==> config.mk <==
export PLATFORM = sky130hd
export DESIGN_NAME = transpose_buffer
export DESIGN_NICKNAME = d
export VERILOG_FILES = /design/src/logic/idct_pkg.sv /design/src/logic/transpose_buffer.sv
export SDC_FILE = /design/constraint.sdc
export NUM_CORES = 2
export LEC_CHECK = 0
export ABC_AREA = 1
export ABC_CLOCK_PERIOD_IN_PS = 10050
export BUFFER_PORTS_ARGS = -buffer_cell sky130_fd_sc_hd__clkbuf_2
export CORE_MARGIN = 2
export CORE_UTILIZATION = 33
export DETAILED_ROUTE_END_ITERATION = 12
export PLACE_DENSITY = 0.59
export RECOVER_POWER = 25
export SLEW_MARGIN = 40
export SYNTH_ARGS = -nofsm -noshare
export SYNTH_HDL_FRONTEND = slang
export SYNTH_SLANG_ARGS = --single-unit
==> constraint.sdc <==
create_clock -name clk -period 10.05 [get_ports clk]
set_input_delay 2.01 -clock clk [delete_from_list [all_inputs] [get_ports clk]]
set_output_delay 2.01 -clock clk [all_outputs]
set_load 0.05 [all_outputs]
==> src/logic/idct_pkg.sv <==
// shared types, cosine table and default rounding shifts, imported by every idct module
package idct_pkg;

        localparam int SAMPLE_W = 25;
        localparam int ACC_W = 36;      // eight 25x8 bit products summed

        typedef logic signed [SAMPLE_W-1:0] sample_t;
        typedef logic signed [ACC_W-1:0] acc_t;
        typedef logic signed [7:0] coef_t;

        localparam int COL_SHIFT = 7;   // first pass
        localparam int ROW_SHIFT = 12;  // second pass

        // integer cosine matrix, first index is frequency k, second is position n
        localparam coef_t IDCT_COEF [8][8] = '{
                '{8'sd64,  8'sd64,  8'sd64,  8'sd64,  8'sd64,  8'sd64,  8'sd64,  8'sd64},
                '{8'sd89,  8'sd75,  8'sd50,  8'sd18, -8'sd18, -8'sd50, -8'sd75, -8'sd89},
                '{8'sd83,  8'sd36, -8'sd36, -8'sd83, -8'sd83, -8'sd36,  8'sd36,  8'sd83},
                '{8'sd75, -8'sd18, -8'sd89, -8'sd50,  8'sd50,  8'sd89,  8'sd18, -8'sd75},
                '{8'sd64, -8'sd64, -8'sd64,  8'sd64,  8'sd64, -8'sd64, -8'sd64,  8'sd64},
                '{8'sd50, -8'sd89,  8'sd18,  8'sd75, -8'sd75, -8'sd18,  8'sd89, -8'sd50},
                '{8'sd36, -8'sd83,  8'sd83, -8'sd36, -8'sd36,  8'sd83, -8'sd83,  8'sd36},
                '{8'sd18, -8'sd50,  8'sd75, -8'sd89,  8'sd89, -8'sd75,  8'sd50, -8'sd18}
        };

endpackage

==> src/logic/transpose_buffer.sv <==
// ping-pong 8x8 buffer between the idct passes, takes rows and hands out columns
`timescale 1ns/1ps

module transpose_buffer (
        input  logic               clk,
        input  logic               reset,
        input  logic               in_valid,
        input  idct_pkg::sample_t  in_row [8],
        output logic               out_valid,
        output idct_pkg::sample_t  out_row [8]
);
        import idct_pkg::*;

        typedef enum logic {IDLE, READ} read_state_t;

        sample_t     bank [2][8][8];    // [bank][row][col]
        logic        wr_bank;
        logic [2:0]  row_cnt;
        logic [1:0]  full;
        logic [1:0]  full_set;
        logic [1:0]  full_clr;
        logic [1:0]  ready;
        logic        fill_done;
        logic        rd_last;
        read_state_t state;
        logic        rd_bank;
        logic [2:0]  col_cnt;

        assign fill_done = in_valid && (row_cnt == 3'd7);
        assign rd_last = (state == READ) && (col_cnt == 3'd7);
        assign full_set = fill_done ? (2'b01 << wr_bank) : 2'b00;
        assign full_clr = rd_last ? (2'b01 << rd_bank) : 2'b00;
        assign ready = full | full_set;         // full now or filling at this edge

        always_ff @(posedge clk) begin
                if (in_valid) begin
                        for (int c = 0; c < 8; c++) begin
                                bank[wr_bank][row_cnt][c] <= in_row[c];
                        end
                end
        end

        always_ff @(posedge clk or posedge reset) begin
                if (reset) begin
                        wr_bank <= 1'b0;
                        row_cnt <= 3'd0;
                end else if (in_valid) begin
                        row_cnt <= row_cnt + 3'd1;      // wraps after row 7
                        if (row_cnt == 3'd7) begin
                                wr_bank <= ~wr_bank;
                        end
                end
        end

        always_ff @(posedge clk or posedge reset) begin
                if (reset) begin
                        full <= 2'b00;
                end else begin
                        full <= (full | full_set) & ~full_clr;
                end
        end

        always_ff @(posedge clk or posedge reset) begin
                if (reset) begin
                        state <= IDLE;
                        rd_bank <= 1'b0;
                        col_cnt <= 3'd0;
                end else begin
                        case (state)
                        IDLE: begin
                                if (ready[rd_bank]) begin
                                        state <= READ;
                                end
                        end
                        READ: begin
                                col_cnt <= col_cnt + 3'd1;
                                if (rd_last) begin
                                        rd_bank <= ~rd_bank;
                                        if (!ready[~rd_bank]) begin   // next block not done yet
                                                state <= IDLE;
                                        end
                                end
                        end
                        default: begin
                                state <= IDLE;
                        end
                        endcase
                end
        end

        assign out_valid = (state == READ);

        always_comb begin
                for (int r = 0; r < 8; r++) begin
                        out_row[r] = bank[rd_bank][r][col_cnt];
                end
        end

        // the source has no back-pressure, so a row must never land in a bank still in use
        assert property (@(posedge clk) disable iff (reset) in_valid |-> !full[wr_bank])
                else $error("transpose_buffer: overrun, row written into a busy bank");

endmodule

==> reports/qor.txt <==
Fin. max-slew vios - 2,003
Unrepaired setup endpoints after global routing - false
Fillers - 41.7k
Share of layout cells above drive strength 1 - 0.0818
Ports - 404
Least-Margin Pin Slew - 6970 ps
Final Net Count - 14.0k
Failing checks - max-capacitance violations, max-slew violations
Synth Instances - 13.7k
Drt via density - 5.23
Total power - 51.5 mW
Worst path depth - 7
HPWL after DPL - 308,000 microns
Leading cell type in the layout, fill and taps excluded - nand2_1
Worst reg2reg path depth - 3
Global-route usage over all layers - 0.228
DRC - 0
CP Launch Type - flip-flop
Hold_buf cts - 0
Grt ovf - 0
Ys Warns - 0
Starting Density - 0.332
Initial antenna violation count - 104
Critical path, cell by cell - buf_4 > buf_4 > nand3_1 > nand2_1 > nand2_1 > nand2_1 > clkbuf_2
Final Skew - 43.1 ps
Slowest-stage cell, CP - dfrtp_1
Dpl cell area - 149,000 sq um
Top cells by area, synth - edfxtp_1, nand2_1, nand3_1, o21ai_0, inv_1
Yosys top cell area share - 0.677
CTS Buffer Depth - 4
Buf+Inv Stages, Crit Path - 3
1st-pass router iterations - 6
Clk_lat worst skew - 960 ps
Critical path data required time - 8040 ps
Slew HR - -3.64
Distinct cell type count after synthesis - 23
Final-report setup violation count - 0
Crit-path most repeated cell - nand2_1
Detailed Route WL - 510,000 microns
Crit-path max FO - 48
Die Wd - 660 microns
Fmax - 120 MHz
Pwr Density - 322 nW/um^2
Site row count - 240
Cell accounting for the most synthesized area - edfxtp_1
Worst vdd ir - 0.293 mV
Final GP Congestion - 0.815
Fin crit share - 0.826
Syn Nets - 13.9k
CTS sink cnt - 3,211
Cell family with most CP delay - buffers and inverters
Post-CTS Setup Bufs - 0
Critical path type - flip-flop to output port
Hold Path Stages - 2
Die Y - 660 microns
Endpoints failing hold - 0
First-pass GRT wire length - 713,000 microns
Port bufs - 403
Clock Pin Slew Worst Setup and Hold Paths - 60 ps
TritonCTS Buffers - 342
Hold/Removal Path Class - flip-flop to flip-flop
Resized cells post-CTS - 0
Htree depth - 5
Initial drt markers - 12.7k
Most frequent cells in the layout - nand2_1, edfxtp_1, nand3_1
Worst hold margin - 520 ps
Total number of vias - 104k
Vias in the first global route - 97.2k
Crit. End Element - output port
Max incr delay on CP - 2110 ps
Largest net degree at the start of global routing - 175
Sequential area share after synthesis - 0.678
CTS Root Cell - clkbuf_16
Core Area - 428,000 sq um
Area delta synth->final - 12.6%
#FFs+latches synth - 3,211
WL per Instance - 25.7 microns
Max-Cap Viols - 51
Status - finished with violations
TritonCTS clock tree - yes
Routed Antenna Nets - 0
Lkg Pwr - 62.1 nW
Crit path DAT - 6290 ps
Synthesized cell area - 142,000 sq um
Die Area - 436,000 sq um
Post-layout minimum cycle time - 8300 ps
Post-route cell area - 160,000 sq um
Syn_area_per_cell - 10.4 sq um
## power breakdown
| part | total (mW) | switching (mW) | internal, mW |
|---|---|---|---|
| Clock | 12.4 | 5.38 | 6.99 |
| Combinational | 22.1 | 17.7 | 4.37 |
| Sequential | 17.0 | 0.374 | 16.7 |
| Total | 51.5 | 23.4 | 28.0 |
## stage by stage
stage,util,setup WS (ps),setup TNS [ps],instances
6_report,0.374,1750,0,19830
5_1_grt,0.373,1480,0,19787
3_5_place_dp,0.348,3950,0,19087
2_1_floorplan,-,-1580,-4982920,13702
4_1_cts,0.373,2950,0,19706
3_3_place_gp,0.347,3780,0,19073
## flip-flops by register name, summed over array words and instances (netlist names)
name and flops:
rd_bank 1, row_cnt 3, col_cnt 3, wr_bank 1, out_valid 1, full 2, bank 3200
## worst paths after layout
path | from | end | slack (ps)
setup / recovery | col_cnt[1] | out_row[7] | 1750
hold / removal | full[0] | full[0] | 520
setup reg to reg | wr_bank | bank[1][528] | 2620
hold reg to reg | full[0] | full[0] | 520
max in group asynchronous | reset | col_cnt[2] | 8450
min in group asynchronous | reset | col_cnt[1] | 1190
## worst reg2reg max path: stages (launching register included)
cell	delay, ps
dfrtp_1	700
clkinv_1	670
nor2_1	420
clkbuf_1	4760
## per-layer routing
metal	vias to the layer above	track usage	wire (microns)
met4	24	0.124	29400
met5	-	0	160
met2	4961	0.359	233000
met1	50984	0.298	202000
met3	883	0.0397	45500
li1	46775	-	-
## Yosys cell counts, drive strengths merged
library cell and count:
nor2 24, clkinv 2, edfxtp 3200, nand2 4560, xor2 4, a21oi 3, o21ai 1406, clkbuf 256
inv 1279, dfrtp 11, or2 20, nand3 2320, buf 613, ha 4
## cell type report
class | instances | area, sq um | area share
antenna | 113 | 283 | 0.00177
clock buffer | 421 | 8980 | 0.0562
clock inverter | 198 | 1840 | 0.0115
inverter | 1281 | 4850 | 0.0303
multi-input combinational | 8341 | 36300 | 0.227
sequential | 3211 | 96400 | 0.603
tap | 5687 | 7120 | 0.0445
timing repair buffer | 578 | 4090 | 0.0256
## cell families after synthesis
kind of cell               after synthesis  synth area share
DFF                                   3211             0.678
xor gates and xnor gates                 4          0.000247
AOI/OAI and AO/OA                     1409            0.0496
adders and majority gates                4          0.000352
and+or+nand+nor                       6924             0.206
buffers and inverters                 2150            0.0655
No activity file was read; power rests on OpenSTA's default activity.
